[src/common/sb_config.svh]
`ifndef SB_CONFIG_SVH
`define SB_CONFIG_SVH

// ----------------------------------------------------------
// scoreboard sizes
// ----------------------------------------------------------

// depth of the entry queue, must stay a power of two
`define SB_NR_ENTRIES 8

// number of entries offered to commit per cycle
`define SB_NR_COMMIT 2

// integer data path width
`define SB_XLEN 64

// architectural register address width and register count
`define SB_REG_ADDR 5
`define SB_NR_REGS 32

// width of the exception cause field
`define SB_CAUSE_W 64

`endif

[src/common/sb_instr_pkg.sv]
`default_nettype none

`include "sb_config.svh"

package sb_instr_pkg;

  // ----------------------------------------------------------
  // functional units
  // ----------------------------------------------------------
  // NONE marks a register with no pending writer
  typedef enum logic [2:0] {
    NONE      = 3'd0,
    LOAD      = 3'd1,
    STORE     = 3'd2,
    ALU       = 3'd3,
    CTRL_FLOW = 3'd4,
    MULT      = 3'd5,
    CSR       = 3'd6
  } fu_t;

  // transaction id is the slot index in the entry queue
  typedef logic [$clog2(`SB_NR_ENTRIES)-1:0] trans_id_t;

  // architectural register address
  typedef logic [`SB_REG_ADDR-1:0] reg_addr_t;

  // exception raised by a functional unit
  typedef struct packed {
    logic [`SB_CAUSE_W-1:0] cause;
    logic [`SB_XLEN-1:0]    tval;
    logic                   valid;
  } exception_t;

  // ----------------------------------------------------------
  // scoreboard entry
  // ----------------------------------------------------------
  // valid means the result has been written back
  typedef struct packed {
    trans_id_t           trans_id;
    fu_t                 fu;
    reg_addr_t           rd;
    logic [`SB_XLEN-1:0] result;
    logic                valid;
    exception_t          ex;
  } sb_entry_t;

endpackage

`default_nettype wire

[src/common/sb_port_pkg.sv]
`default_nettype none

`include "sb_config.svh"

package sb_port_pkg;

  // ----------------------------------------------------------
  // write-back port
  // ----------------------------------------------------------
  // one beat from a functional unit, addressed by transaction id
  typedef struct packed {
    logic                    valid;
    sb_instr_pkg::trans_id_t trans_id;
    logic [`SB_XLEN-1:0]     data;
    sb_instr_pkg::exception_t ex;
  } wb_port_t;

  // ----------------------------------------------------------
  // clobber map
  // ----------------------------------------------------------
  // pending writer unit, one slot per architectural register
  typedef sb_instr_pkg::fu_t [`SB_NR_REGS-1:0] clobber_vec_t;

endpackage

`default_nettype wire

[src/logic/sb_clobber_map.sv]
`timescale 1ns/1ps
`default_nettype none

`include "sb_config.svh"

module sb_clobber_map (
  input  sb_instr_pkg::sb_entry_t [`SB_NR_ENTRIES-1:0] entries_i,
  input  logic [`SB_NR_ENTRIES-1:0]                    issued_i,
  output sb_port_pkg::clobber_vec_t                    rd_clobber_o
);
  import sb_instr_pkg::*;

  // ----------------------------------------------------------
  // pending writer per register
  // ----------------------------------------------------------
  // scan from the top so the lowest matching slot wins,
  // normally at most one issued entry targets a register
  always_comb begin : sel_clobber
    for (int r = 0; r < `SB_NR_REGS; r++) begin
      rd_clobber_o[r] = NONE;
      for (int i = `SB_NR_ENTRIES - 1; i >= 0; i--) begin
        if (issued_i[i] && (entries_i[i].rd == reg_addr_t'(r))) begin
          rd_clobber_o[r] = entries_i[i].fu;
        end
      end
    end

    // x0 is hardwired, nothing ever writes it
    rd_clobber_o[0] = NONE;
  end

endmodule

`default_nettype wire

[config.mk]
export PLATFORM = sky130hd
export DESIGN_NAME = sb_clobber_map
export DESIGN_NICKNAME = d
export VERILOG_FILES = /design/src/common/sb_instr_pkg.sv /design/src/common/sb_port_pkg.sv /design/src/logic/sb_clobber_map.sv
export VERILOG_INCLUDE_DIRS = /design/src /design/src/common
export SDC_FILE = /design/constraint.sdc
export NUM_CORES = 1
export LEC_CHECK = 0
export BUFFER_PORTS_ARGS = -buffer_cell sky130_fd_sc_hd__buf_2
export CAP_MARGIN = 15
export CORE_AREA = 2 2 681 683
export DETAILED_ROUTE_END_ITERATION = 16
export DIE_AREA = 0 0 683 685
export GPL_ROUTABILITY_DRIVEN = 0
export PLACE_DENSITY = 0.3
export SYNTH_ARGS = -nofsm -noshare
export SYNTH_HDL_FRONTEND = slang
export SYNTH_SLANG_ARGS = --single-unit
[constraint.sdc]
create_clock -name vclk -period 1.4
set_input_delay 0.07 -clock vclk [all_inputs]
set_output_delay 0.07 -clock vclk [all_outputs]
set_load 0.02 [all_outputs]
======== Yosys cells after proc, flatten, opt, wreduce, memory -nomap -nowiden ========
Index checks and enable logic that the tools add are counted.
word-level totals
  output and inout bits ................... 96
  bits of input ports ..................... 1648
  register bits after elaboration ......... 0
  logic and storage cells ................. 744
cells by class
  muxes and demuxes ....................... 248
  equality and inequality tests ........... 248
  reduce and logical (&&, ||, !) cells .... 248
operators by type and width
  kind                                                             number
  3-bit two-way mux                                                248
  5-bit == test, second input constant                             128
  5-bit by 4-bit == test with 1-bit output, second input constant  64
  1-bit logical AND                                                248
  5-bit by 3-bit == test with 1-bit output, second input constant  32
  5-bit by 2-bit == test with 1-bit output, second input constant  16
  5-bit by 1-bit == test with 1-bit output, second input constant  8

======== Logic depth before layout (Yosys ltp) ========
  depth after elaboration ................. 10
  depth in mapped cells ................... 8
  mapped depth without buffers ............ 5

======== Worst setup path before layout ========
Ideal clock, no wire load.
  path type ............................... input port to output port
  start point ............................. input entries_i[1629] (netlist bit)
  end point ............................... output rd_clobber_o[49] (netlist bit)
  buffers on the path ..................... 1
  setup slack ............................. -0.573 ns
  data arrival time ....................... 1.903 ns
  stages .................................. 6
  cell sequence ........................... buf_4 -> nor4b_4 -> nand2_1 -> o211a_1 -> o31a_1 -> o41ai_1
RTL lines
  what         RTL line             RTL
  from (decl)  sb_clobber_map.sv:7  input sb_instr_pkg::sb_entry_t [`SB_NR_ENTRIES-1:0] entries_i,
  to (decl)    sb_clobber_map.sv:9  output sb_port_pkg::clobber_vec_t rd_clobber_o

==> run_results.csv <==
group,metric,value,unit
status,status,"finished with violations",
status,violations,"setup timing",
logic_synthesis,synth_area,9950,um2
logic_synthesis,yosys.area.top_type,"nand3_1",
detailed_routing,drc,0,
sta,finalCritPeriodShare,1.61,
logic_synthesis,synth_commonest_cells,"nor2_1, nand2_1, nand3_1, clkbuf_1, o21ai_0",
sta,tightest_slew,0.990,ns
sta,slew_headroom,0.340,
power_and_ir_drop,p_clk_frac,0,
power_and_ir_drop,switchingPower,3.72,mW
sta,setup_violations,93,
floorplanning,die_y,685,um
detailed_routing,firstDrtPassIters,5,
power_and_ir_drop,seq_power_share,0,
power_and_ir_drop,peakVddDrop,0.132,mV
sta,timing.final.ws_setup,-0.860,ns
global_route,grt_pass1_wl,185,mm
floorplanning,dieArea,468000,um2
detailed_routing,vias,19400,
sta,rsz0062_at_grt,"true",
logic_synthesis,ys_warn_count,0,
power_and_ir_drop,p_sw_frac,0.557,
critical_path,crit_fanout,5,
detailed_routing,routed_wl,144,mm
critical_path,start_kind,"input port",
floorplanning,core_area,461000,um2
logic_synthesis,seq_area_frac_synth,0,
detailed_routing,routedWlPerCell,16.3,um
power_and_ir_drop,intPower,2.95,mW
logic_synthesis,avgSynthCellArea,5.97,um2
clock_tree,hold_buffers,0,
layout,drive_gt1_frac,0.653,
critical_path,endpoint_kind,"output pin",
logic_synthesis,synth_top_area_frac,0.0729,
floorplanning,fp.dieW,683,um
global_route,grt_pass1_vias,18700,
layout,final_nets,4318,
logic_synthesis,synth_most_common_cell,"nor2_1",
hold_path,hold-path-cell-count,4,
global_route,grt_max_degree,22,
sta,max_freq,442,MHz
detailed_routing,via_per_inst,2.20,
floorplanning,start_util,0.0216,
power_and_ir_drop,p_leak,10.1,nW
placement,placedInstanceArea,26700,um2
logic_synthesis,synth.distinct_cells,80,
critical_path,crit_arrival,2.19,ns
logic_synthesis,synthCells,1666,
floorplanning,num_io_pins,1744,
layout,syn_to_final_growth,228,%
hold_path,worstHoldEndpoint,"rd_clobber_o[7]",
sta,setup_tns,-59.69,ns
floorplanning,rows,250,
placement,dp_hpwl,126,mm
sta,slew_violations,0,
sta,fin_crit,2.26,ns
logic_synthesis,yosys-top-cells-area,"nand3_1, nor2_1, nand2_1, clkbuf_1, o21ai_0",
global_route,antenna_found_initial,27,
detailed_routing,ant_nets,0,
sta,hold_viol,0,
power_and_ir_drop,combPwrFrac,1.000,
hold_path,min_from,"entries_i[200]",
critical_path,cp.required,1.33,ns
layout,seq_cells,0,
critical_path,crit_type,"input port to output pin",
layout,post-route-util,0.0708,
hold_path,hp-class,"input port to output pin",
detailed_routing,first_iter_violations,1683,
layout,clockBufferCount,0,
global_route,grt_usage,0.0582,
global_route,overflow,0,
layout,seqCellArea,0,um2
power_and_ir_drop,power_density,204,nW/um2
job,drv_cap,0,
layout,fin_area,32700,um2
placement,port_buffers,165,
-- critical path, stage by stage --
cell      delay, ns
buf_12         0.12
buf_8          0.12
or4bb_4        0.25
buf_6          0.10
nor2_4         0.04
buf_6          0.12
o311ai_4       0.35
o211ai_1       0.28
a221oi_2       0.36
buf_4          0.22
buf_6          0.14
-- power groups by stage --
stage          Combinational (mW)   Clock [mW]  Sequential (mW)
5_1_grt                      6.89  0.000000112                0
4_1_cts                      6.20            0                0
2_1_floorplan                1.71            0                0
3_3_place_gp                 5.40            0                0
3_5_place_dp                 5.37            0                0
6_report                     6.67  0.000000339                0
-- worst max-delay path by stage --
stage,endpoint,depth (start not counted),slack [ns],from
after floorplan,rd_clobber_o[73],6,-0.22,entries_i[1630]
after global placement,rd_clobber_o[32],11,-1.39,entries_i[1222]
after detailed placement,rd_clobber_o[32],10,-1.47,entries_i[1017]
after CTS,rd_clobber_o[33],9,-0.95,entries_i[1630]
after global routing,rd_clobber_o[33],9,-0.90,issued_i[7]
final,rd_clobber_o[12],11,-0.86,issued_i[6]
-- metrics by stage --
| stage | hold WS, ns | std cells | power [mW] | worst slack, ns |
|---|---|---|---|---|
| after floorplan | 0.404 | 1668 | 1.71 | -0.222 |
| after global placement | 0.926 | 8734 | 5.40 | -1.39 |
| after detailed placement | 0.921 | 8734 | 5.37 | -1.47 |
| after CTS | 0.926 | 8788 | 6.20 | -0.949 |
| after global routing | 0.923 | 8845 | 6.89 | -0.904 |
| final | 0.888 | 8850 | 6.67 | -0.860 |
-- per-layer routing --
layer / share of wire / track usage / vias to the layer above
met3: 0.053 / 0.00741 / 157
met2: 0.46 / 0.0978 / 744
li1: - / - / 8711
met1: 0.45 / 0.0789 / 9804
met5: 0.00038 / 0 / -
met4: 0.037 / 0.0119 / 10
-- cells in the final DEF (no fill, tap or decap), drive strengths merged, types with 18 or more instances in the layout --
| cell type | instances |
|---|---|
| buf | 1186 |
| nor2 | 194 |
| nand2 | 192 |
| nand3 | 145 |
| o21ai | 92 |
| a21oi | 71 |
| nor3 | 69 |
| o22ai | 68 |
| a31oi | 51 |
| o211ai | 43 |
| o311ai | 41 |
| a221oi | 38 |
| a211oi | 34 |
| o221ai | 33 |
| a22oi | 29 |
| nand4b | 24 |
| and4b | 20 |
| o2111ai | 19 |
| nand4bb | 18 |
-- cell type report --
cell class,count,area [um2]
inverters,7,26.3
repair buffers,1191,11700
fillers,54300,429000
well taps,6174,7720
multi-input cells,1470,13300
diodes,8,20.0
-- logic make-up after synthesis --
logic type	share of synthesized area
compound gates	0.470
simple gates	0.440
buf+inv	0.0858
mux	0.00415
other cells	0.000377
-- repair_timing --
action | CTS | global route
gates resized for setup | 711 | 458
pin swaps | 159 | 232
setup buffers | 69 | 85
endpoints found under the setup margin | 93 | 93
cloned | 3 | 2
(Power assumes the default switching activity.)
