**src/common/sb_config.svh**
```systemverilog
`ifndef SB_CONFIG_SVH
`define SB_CONFIG_SVH

// ----------------------------------------------------------
// scoreboard sizes
// ----------------------------------------------------------

// depth of the entry queue, must stay a power of two
`define SB_NR_ENTRIES 8

// number of entries offered to commit per cycle
`define SB_NR_COMMIT 2

// integer data path width
`define SB_XLEN 64

// architectural register address width and register count
`define SB_REG_ADDR 5
`define SB_NR_REGS 32

// width of the exception cause field
`define SB_CAUSE_W 64

`endif

```
**src/common/sb_instr_pkg.sv**
```systemverilog
`default_nettype none

`include "sb_config.svh"

package sb_instr_pkg;

  // ----------------------------------------------------------
  // functional units
  // ----------------------------------------------------------
  // NONE marks a register with no pending writer
  typedef enum logic [2:0] {
    NONE      = 3'd0,
    LOAD      = 3'd1,
    STORE     = 3'd2,
    ALU       = 3'd3,
    CTRL_FLOW = 3'd4,
    MULT      = 3'd5,
    CSR       = 3'd6
  } fu_t;

  // transaction id is the slot index in the entry queue
  typedef logic [$clog2(`SB_NR_ENTRIES)-1:0] trans_id_t;

  // architectural register address
  typedef logic [`SB_REG_ADDR-1:0] reg_addr_t;

  // exception raised by a functional unit
  typedef struct packed {
    logic [`SB_CAUSE_W-1:0] cause;
    logic [`SB_XLEN-1:0]    tval;
    logic                   valid;
  } exception_t;

  // ----------------------------------------------------------
  // scoreboard entry
  // ----------------------------------------------------------
  // valid means the result has been written back
  typedef struct packed {
    trans_id_t           trans_id;
    fu_t                 fu;
    reg_addr_t           rd;
    logic [`SB_XLEN-1:0] result;
    logic                valid;
    exception_t          ex;
  } sb_entry_t;

endpackage

`default_nettype wire

```
**src/common/sb_port_pkg.sv**
```systemverilog
`default_nettype none

`include "sb_config.svh"

package sb_port_pkg;

  // ----------------------------------------------------------
  // write-back port
  // ----------------------------------------------------------
  // one beat from a functional unit, addressed by transaction id
  typedef struct packed {
    logic                    valid;
    sb_instr_pkg::trans_id_t trans_id;
    logic [`SB_XLEN-1:0]     data;
    sb_instr_pkg::exception_t ex;
  } wb_port_t;

  // ----------------------------------------------------------
  // clobber map
  // ----------------------------------------------------------
  // pending writer unit, one slot per architectural register
  typedef sb_instr_pkg::fu_t [`SB_NR_REGS-1:0] clobber_vec_t;

endpackage

`default_nettype wire

```
**src/logic/sb_operand_fwd.sv**
```systemverilog
`timescale 1ns/1ps
`default_nettype none

`include "sb_config.svh"

module sb_operand_fwd (
  input  sb_instr_pkg::reg_addr_t                      rs1_i,
  input  sb_instr_pkg::reg_addr_t                      rs2_i,
  input  sb_port_pkg::wb_port_t                        wb_i,
  input  sb_instr_pkg::sb_entry_t [`SB_NR_ENTRIES-1:0] entries_i,
  input  logic [`SB_NR_ENTRIES-1:0]                    issued_i,
  output logic [`SB_XLEN-1:0]                          rs1_o,
  output logic                                         rs1_valid_o,
  output logic [`SB_XLEN-1:0]                          rs2_o,
  output logic                                         rs2_valid_o
);
  import sb_instr_pkg::*;

  // forwarding result for one source operand
  typedef struct packed {
    logic                valid;
    logic [`SB_XLEN-1:0] data;
  } fwd_t;

  fwd_t      rs1_fwd;
  fwd_t      rs2_fwd;
  reg_addr_t wb_rd;
  logic      wb_fwd_ok;

  // ----------------------------------------------------------
  // write-back port in flight
  // ----------------------------------------------------------
  // destination comes from the entry the beat is aimed at
  assign wb_rd = entries_i[wb_i.trans_id].rd;

  // a faulting result must not reach the operands
  assign wb_fwd_ok = wb_i.valid & ~wb_i.ex.valid;

  // ----------------------------------------------------------
  // source selection
  // ----------------------------------------------------------
  // fixed priority: wb port, then finished entries lowest slot first
  function automatic fwd_t select_src(reg_addr_t rs);
    fwd_t res;
    res = '0;

    // walk down so lower slots overwrite higher ones
    for (int i = `SB_NR_ENTRIES - 1; i >= 0; i--) begin
      if (issued_i[i] && entries_i[i].valid && (entries_i[i].rd == rs)) begin
        res.valid = 1'b1;
        res.data  = entries_i[i].result;
      end
    end

    // the wb beat is newer than anything stored
    if (wb_fwd_ok && (wb_rd == rs)) begin
      res.valid = 1'b1;
      res.data  = wb_i.data;
    end

    // x0 reads from the register file as zero
    if (rs == '0) begin
      res.valid = 1'b0;
    end
    return res;
  endfunction

  always_comb begin : fwd_rs1
    rs1_fwd = select_src(rs1_i);
  end

  always_comb begin : fwd_rs2
    rs2_fwd = select_src(rs2_i);
  end

  assign rs1_o       = rs1_fwd.data;
  assign rs1_valid_o = rs1_fwd.valid;
  assign rs2_o       = rs2_fwd.data;
  assign rs2_valid_o = rs2_fwd.valid;

endmodule

`default_nettype wire

```
**config.mk**
```make
export PLATFORM = sky130hd
export DESIGN_NAME = sb_operand_fwd
export DESIGN_NICKNAME = d
export VERILOG_FILES = /design/src/common/sb_instr_pkg.sv /design/src/common/sb_port_pkg.sv /design/src/logic/sb_operand_fwd.sv
export VERILOG_INCLUDE_DIRS = /design/src /design/src/common
export SDC_FILE = /design/constraint.sdc
export NUM_CORES = 1
export LEC_CHECK = 0
export BUFFER_PORTS_ARGS = -buffer_cell sky130_fd_sc_hd__clkbuf_2
export CORE_AREA = 8 8 777 779
export DETAILED_ROUTE_END_ITERATION = 6
export DIE_AREA = 0 0 785 787
export GPL_TIMING_DRIVEN = 0
export PLACE_DENSITY_LB_ADDON = 0.1
export SYNTH_ARGS = -nofsm -noshare
export SYNTH_HDL_FRONTEND = slang
export SYNTH_SLANG_ARGS = --single-unit
```
**constraint.sdc**
```tcl
create_clock -name vclk -period 2.11
set_clock_uncertainty 0.1 [all_clocks]
set_input_delay 0.1055 -clock vclk [all_inputs]
set_output_delay 0.1055 -clock vclk [all_outputs]
set_load 0.02 [all_outputs]
```
# Yosys cells after proc, flatten, opt, wreduce, memory -nomap -nowiden
# Index checks and enable logic that the tools add are counted.
dict set report op_classes {
  order_cmp 1
  eq_ne 18
  n_mux 22
  bitwise_logic 2
  reduce_logical 28
}
# cell n
set ops {}
lappend ops {{$mux 65} 18}
lappend ops {{$bmux 205 s3} 1}
lappend ops {{$mux 199} 1}
lappend ops {{$eq 5x5->1} 18}
lappend ops {{$logic_and 1x1->1} 26}
lappend ops {{$logic_not 5->1} 2}
lappend ops {{$lt 3x4->1 const B} 1}
lappend ops {{$mux 1} 2}
lappend ops {{$and 1x1->1} 1}
lappend ops {{$not 1->1} 1}
dict set report word_totals {
  reg_bits 0
  input_bits 1855
  elab_cells 71
}

# Logic depth before layout (Yosys ltp)
# Gate-level depths: netlist (run 1).
dict set report depth {
  ltp_word 12
  mapped_depth 11
}

# Least setup slack after synthesis (run 1)
# OpenSTA, ideal clock, no wires.
dict set report synth_path {
  kind {input -> output}
  startpoint {input wb_i[194] (netlist name)}
  endpoint {output rs1_o[63]}
  arrival_ns 2.241
  t_required_ns 1.904
  slack_ns -0.337
  path_stages 9
  path_buffers 4
  path_cell_list {buf_4 > buf_4 > mux2i_1 > mux4_2 > xnor2_1 > nor4_2 > buf_2 > buf_2 > o31ai_1}
}
dict set report synth_via {
  elab_chain_len 5
}
# element line_no
set synth_lines {}
lappend synth_lines {{start, declared} sb_operand_fwd.sv:9} ;# input sb_port_pkg::wb_port_t wb_i,
lappend synth_lines {{$bmux 205 s3} sb_operand_fwd.sv:34} ;# assign wb_rd = entries_i[wb_i.trans_id].rd;
lappend synth_lines {{$mux 199 (implied by the code)} sb_operand_fwd.sv:34}
lappend synth_lines {{$eq 5x5->1} sb_operand_fwd.sv:56} ;# if (wb_fwd_ok && (wb_rd == rs)) begin
lappend synth_lines {{$logic_and 1x1->1} sb_operand_fwd.sv:56}
lappend synth_lines {{$mux 65} sb_operand_fwd.sv:56}
lappend synth_lines {{end, declared} sb_operand_fwd.sv:12} ;# output logic [`SB_XLEN-1:0] rs1_o,
# Every way passes these cells. The select of a mux whose other input is x is not followed.

# Worst setup path after layout (run 1)
dict set report layout_path {
  startpoint {input rs2_i[2]}
  endpoint {output rs2_o[11]}
}
dict set report layout_via {
  elab_chain_len 11
  word_cells_on_any_way 27
  cone_classes {eq/ne: 9; mux: 9; reduce/logical: 9}
}
# element line_no
set layout_lines {}
lappend layout_lines {{start, declared} sb_operand_fwd.sv:8} ;# input sb_instr_pkg::reg_addr_t rs2_i,
lappend layout_lines {{$eq 5x5->1} sb_operand_fwd.sv:49} ;# if (issued_i[i] && entries_i[i].valid && (entries_i[i].rd == rs)) begin
lappend layout_lines {{$logic_and 1x1->1} sb_operand_fwd.sv:49}
lappend layout_lines {{$mux 65 (8 in series)} sb_operand_fwd.sv:49}
lappend layout_lines {{$mux 65 (*)} sb_operand_fwd.sv:56}
lappend layout_lines {{end, declared} sb_operand_fwd.sv:14} ;# output logic [`SB_XLEN-1:0] rs2_o,
# Mark *: on every way between the ends. The rest lies on a longest branch, timed or not.

==> results of run 1 <==
final timing paths:
check	from	end	slack [ns]	depth (start not counted)
setup / recovery	rs2_i[2]	rs2_o[11]	-1.00	11
hold / removal	wb_i[144]	rs2_o[15]	0.45	3
cell type report:
type / instances / area, sq um / area share, %
antenna: 94 / 235.2 / 0.7346
buffer: 184 / 2153 / 6.725
inverter: 9 / 33.78 / 0.1055
multi-input combinational: 1218 / 12040 / 37.60
tap: 7837 / 9806 / 30.62
timing repair buffer: 914 / 7752 / 24.21
per-stage QoR:
step                      TNS (ns)  power (W)  util (%)
after floorplan             -19.69   0.001190         -
after global placement     -483.02   0.003336     4.084
after detailed placement   -332.24   0.003353     4.171
after CTS                  -117.36   0.004021     4.966
after global routing       -121.61   0.004503     5.389
final                      -110.40   0.004286     5.412
Yosys cell counts, types with 2 or more instances:
library cell / instances / area [sq um]
nor2_1: 131 / 491.7
or2_2: 2 / 12.51
nor2b_1: 3 / 18.77
o21ai_0: 192 / 960.9
clkbuf_1: 121 / 454.2
nand3_1: 5 / 25.02
o31a_1: 3 / 26.28
a31oi_1: 2 / 12.51
nand2_1: 15 / 56.30
mux2_2: 95 / 1070
a21oi_1: 5 / 25.02
o21ai_1: 56 / 280.3
buf_4: 16 / 120.1
inv_1: 9 / 33.78
mux4_2: 6 / 135.1
a211oi_1: 2 / 15.01
a22o_1: 124 / 1086
buf_6: 4 / 45.04
nand4_1: 17 / 106.4
nor4_1: 7 / 43.79
buf_1: 5 / 18.77
or4_1: 2 / 15.01
buf_2: 44 / 220.2
a221o_1: 2 / 20.02
o22a_1: 2 / 17.52
nor3_1: 9 / 45.04
nor4_2: 3 / 37.54
mux2i_1: 16 / 160.2
nand2b_1: 3 / 18.77
a21oi_2: 2 / 17.52
xor2_1: 35 / 306.5
o22ai_1: 128 / 800.8
a221oi_2: 8 / 120.1
o31ai_1: 5 / 37.54
a221oi_1: 241 / 2111
nor3b_1: 2 / 15.01
mux2_1: 29 / 326.6
xnor2_1: 55 / 481.7
routing by layer:
metal  routed length (um)  vias to the layer above  GRT usage (%)
met5                  645                        -              0
li1                     -                     7851              -
met3                24660                      468          3.002
met1               106500                     9484          9.587
met4                 7301                      102          1.181
met2               143300                     1210          16.01
critical path, stage by stage:
cell and delay, ns:
buf_12 0.13, xnor2_2 0.15, nand4_1 0.20, or2_1 0.32, clkbuf_16 0.20, clkbuf_8 0.23
mux2_2 0.33, a221oi_4 0.58, o21ai_4 0.18, a22o_4 0.26, clkbuf_2 0.16
layout by cell type, fill, tap and decap left out, types with 70 or more instances in the layout:
cell type,count
diode_2,94
o21ai_0,126
clkbuf_2,674
a22o_1,70
buf_12,86
o21ai_2,72
mux2_2,100
buf_6,76
o22ai_1,121
a221oi_1,132
cells by family (layout without fill, tap and decap cells):
family / count (synthesis) / count (layout) / share of synthesized area [%]
multiplexers: 147 / 147 / 17.32
AO/OA/AOI/OAI: 774 / 774 / 56.06
AND/OR/NAND/NOR: 207 / 207 / 9.636
buffers and inverters: 199 / 1107 / 9.016
XOR/XNOR: 90 / 90 / 7.967
other: 0 / 94 / 0
where the power goes:
part	leakage, nW	switching (W)	internal, W
clock	0.000613	0	0.00000000558
sequential	0	0	0
combinational	9.78	0.00243	0.00185
what timing repair did:
action	4_1_cts	5_1_grt
endpoints found under the setup margin	130	130
setup buffers	64	44
resized for setup	841	531
pin swaps	145	215
cloned	11	13
==> metrics.md, run 1 <==
| Metric | Value |
|---|---|
| P&R area growth vs syn | `223.6%` |
| Final hold vios | `0` |
| I/O Buffers | `765` |
| # clk buffers | `0` |
| Final slew viol count | `0` |
| Pre-CTS setup slack | `-3.505 ns` |
| Core ar. | `591,700 sq um` |
| Initial Util | `1.672%` |
| Post-route minimum period | `3.114 ns` |
| Placement Rows | `283` |
| CP Data Required Time | `1.90 ns` |
| Seq cells | `0` |
| Area after DPL | `24,680 sq um` |
| Status | `complete, but fails checks` |
| Die height | `787 um` |
| GR Overflow Total | `0` |
| Slew Limit Headroom | `15.13%` |
| Actual slew at the worst max-slew pin | `1.273 ns` |
| Setup crit start kind | `input port` |
| Initial antenna violation count | `349` |
| Vias | `19,115` |
| Worst hold slack | `0.4514 ns` |
| Final ANT Viol Nets | `0` |
| Cell count after synthesis | `1,417` |
| Largest net degree at the start of global routing | `11` |
| RSZ-0062 raised after global routing | `true` |
| # IOs | `1,985` |
| Crit path max fanout | `10` |
| Die width | `785 um` |
| Average wire per standard cell | `27.53 um` |
| Fill cells | `69,843` |
| Post-synth cell types | `49` |
| Starting DRT DRC Count | `1,251` |
| Register area | `0 sq um` |
| CP Capture Type | `primary output` |
| Final setup viols | `130` |
| Pwr dens | `133.9 nW/um^2` |
| Seq/Total Area, Yosys | `0%` |
| Critical path arrival | `2.91 ns` |
| Kind of critical path | `in -> out` |
| Layout Cells excl Fill | `10,256` |
| Final critical-path setup slack | `-1.004 ns` |
| Die ar. | `617,800 sq um` |
| Layout cells sized above 1 | `67.66%` |
| Maximum vdd drop | `103.3 uV` |
| Routability cong. | `0.7593` |
| Failing checks | `setup timing` |
| First drt pass iteration count | `5` |
| Vias in the first global route | `18,731` |
| Synthesized Nets | `3,272` |
| Post-DR vias/cell | `1.864` |
| Drt total wl | `282,400 um` |
| Cts hold-fix bufs | `0` |
| Fmax | `321.1 MHz` |
| Final #Nets | `4,182` |
| Maxcap violations | `0` |
| Leakage power | `9.783 nW` |
| Final worst-path cycle share | `147.6%` |
| Mean area per synthesized cell | `6.983 sq um` |
| GRT Total Usage | `8.622%` |
| Placed cell count | `10,042` |
| Detailed placer's ending HPWL | `252,100 um` |
| Worst Hold Class | `in -> out` |
| First-pass GRT wire length | `323,700 um` |
| Cell area after layout | `32,020 sq um` |
| # DRC | `0` |
| Post-Synthesis Cell Area | `9894 sq um` |
| Ys Warns | `0` |
No activity file was read; power rests on OpenSTA's default activity.
==> inputs of run 2 (changes only) <==
Settings changed: MAX_ROUTING_LAYER set to met4.
==> metrics.md, run 2 (synthesis results as in run 1) <==
| Metric | Value |
|---|---|
| Setup crit start kind | `input port` |
| Maximum vdd drop | `104.5 uV` |
| Family with the most delay on the worst path | `buffers and inverters` |
| Drt total wl | `282,100 um` |
| CP Capture Type | `primary output` |
| Die height | `787 um` |
| Largest net degree at the start of global routing | `11` |
| Worst path max stage delay | `0.32 ns` |
| Actual slew at the worst max-slew pin | `1.356 ns` |
| Final worst-path cycle share | `147.0%` |
| Die ar. | `617,800 sq um` |
| Crit path max fanout | `10` |
| Leakage power | `9.800 nW` |
| # IOs | `1,985` |
| Worst-path cell chain | `buf_12 -> xnor2_2 -> nand4_1 -> or2_1 -> clkbuf_16 -> buf_16 -> buf_12 -> buf_16 -> mux2_4 -> a221oi_4 -> o21ai_2 -> a22o_1 -> clkbuf_16` |
| Final Power | `0.004270 W` |
| Register area | `0 sq um` |
| Seq cells | `0` |
| Worst Hold Class | `in -> out` |
| # clk buffers | `0` |
| Vias | `18,780` |
| Slowest-stage cell, CP | `mux2_4` |
| First-pass GRT wire length | `323,700 um` |
| Routability cong. | `0.7696` |
| Vias in the first global route | `18,726` |
| Worst hold slack | `0.4510 ns` |
| Initial Util | `1.672%` |
| Layout cells sized above 1 | `67.77%` |
| DR WL met2 | `143,300 um` |
| Pwr dens | `132.9 nW/um^2` |
| Kind of critical path | `in -> out` |
| Commonest cells after routing, fill and taps aside | `clkbuf_2 (672), a221oi_1 (135), o21ai_0 (127)` |
| Critical path arrival | `2.90 ns` |
| Final critical-path setup slack | `-0.9911 ns` |
| Fmax | `322.5 MHz` |
| Placement Rows | `283` |
| Post-DR vias/cell | `1.824` |
| Post-route minimum period | `3.101 ns` |
| First drt pass iteration count | `5` |
| Worst Path Buf+Inv | `6` |
| GRT Total Usage | `8.872%` |
| Final setup viols | `130` |
| Detailed placer's ending HPWL | `252,100 um` |
| Final slew viol count | `0` |
| Final ANT Viol Nets | `0` |
| M1 WL | `106,000 um` |
| Origin of the worst setup path | `rs2_i[2]` |
| GR Overflow Total | `0` |
| Failing checks | `setup timing` |
| Final #Nets | `4,184` |
| Uppermost layer routed | `met4` |
| Pre-CTS setup slack | `-3.505 ns` |
| Status | `complete, but fails checks` |
| Hold_sp | `wb_i[144]` |
| Slew Limit Headroom | `9.607%` |
| P&R area growth vs syn | `224.8%` |
| # DRC | `0` |
| Starting DRT DRC Count | `1,238` |
| Final hold vios | `0` |
| Die width | `785 um` |
| DR WL met3 | `25,730 um` |
| Cts hold-fix bufs | `0` |
| Maxcap violations | `0` |
| RSZ-0062 raised after global routing | `true` |
| Initial antenna violation count | `352` |
| Most common cell after layout, fill and taps aside | `clkbuf_2` |
| Average wire per standard cell | `27.40 um` |
| Core ar. | `591,700 sq um` |
| Worst hold endpoint | `rs2_o[15]` |
| CP Data Required Time | `1.90 ns` |
| Worst hold stages | `3` |
| I/O Buffers | `765` |
run 2: where the power goes:
part | internal [W] | total [W] | switching, W
sequential | 0 | 0 | 0
combinational | 0.00185 | 0.00427 | 0.00242
clock | 0.00000000754 | 0.00000000754 | 0
run 2: final cells by class:
type                       instances  area, sq um
tap                             7837         9806
timing repair buffer             916         7801
inverter                           9        33.78
antenna                          131        327.8
buffer                           184         2170
fill                           69809       559500
multi-input combinational       1218        12000
run 2: through the flow:
step / cell area, sq um / instances / utilization [%] / TNS, ns
global placement: 24170 / 10019 / 4.084 / -483.02
floorplan: 10530 / 1417 / - / -19.69
detailed placement: 24680 / 10042 / 4.171 / -332.24
CTS: 29380 / 10114 / 4.966 / -117.36
finish: 32140 / 10295 / 5.432 / -110.34
global route: 32070 / 10268 / 5.420 / -121.62
run 2: worst max path at each step:
stage	end	slack (ns)	cells past startpoint
after floorplan	rs2_o[12]	-0.18	9
final	rs2_o[38]	-0.99	13
after global placement	rs1_o[11]	-5.02	10
after detailed placement	rs1_o[10]	-3.50	12
after global routing	rs2_o[38]	-1.09	13
after CTS	rs2_o[62]	-1.01	11
run 2: per-layer routing:
layer | global-route usage (%) | up-vias
met3 | 3.063 | 382
li1 | - | 7910
met1 | 9.559 | 9296
met2 | 16.09 | 1192
met5 | - | -
met4 | 1.000 | 0
run 2: timing repair:
item | in CTS | in global routing
setup endpoints to repair | 130 | 130
buffers inserted | 64 | 45
gates resized for setup | 841 | 525
gates cloned | 11 | 14
pin swaps | 145 | 207
run 2: worst min-delay path, cell delays in order:
cell      delay [ns]
clkbuf_2        0.10
a22o_4          0.13
buf_8           0.11
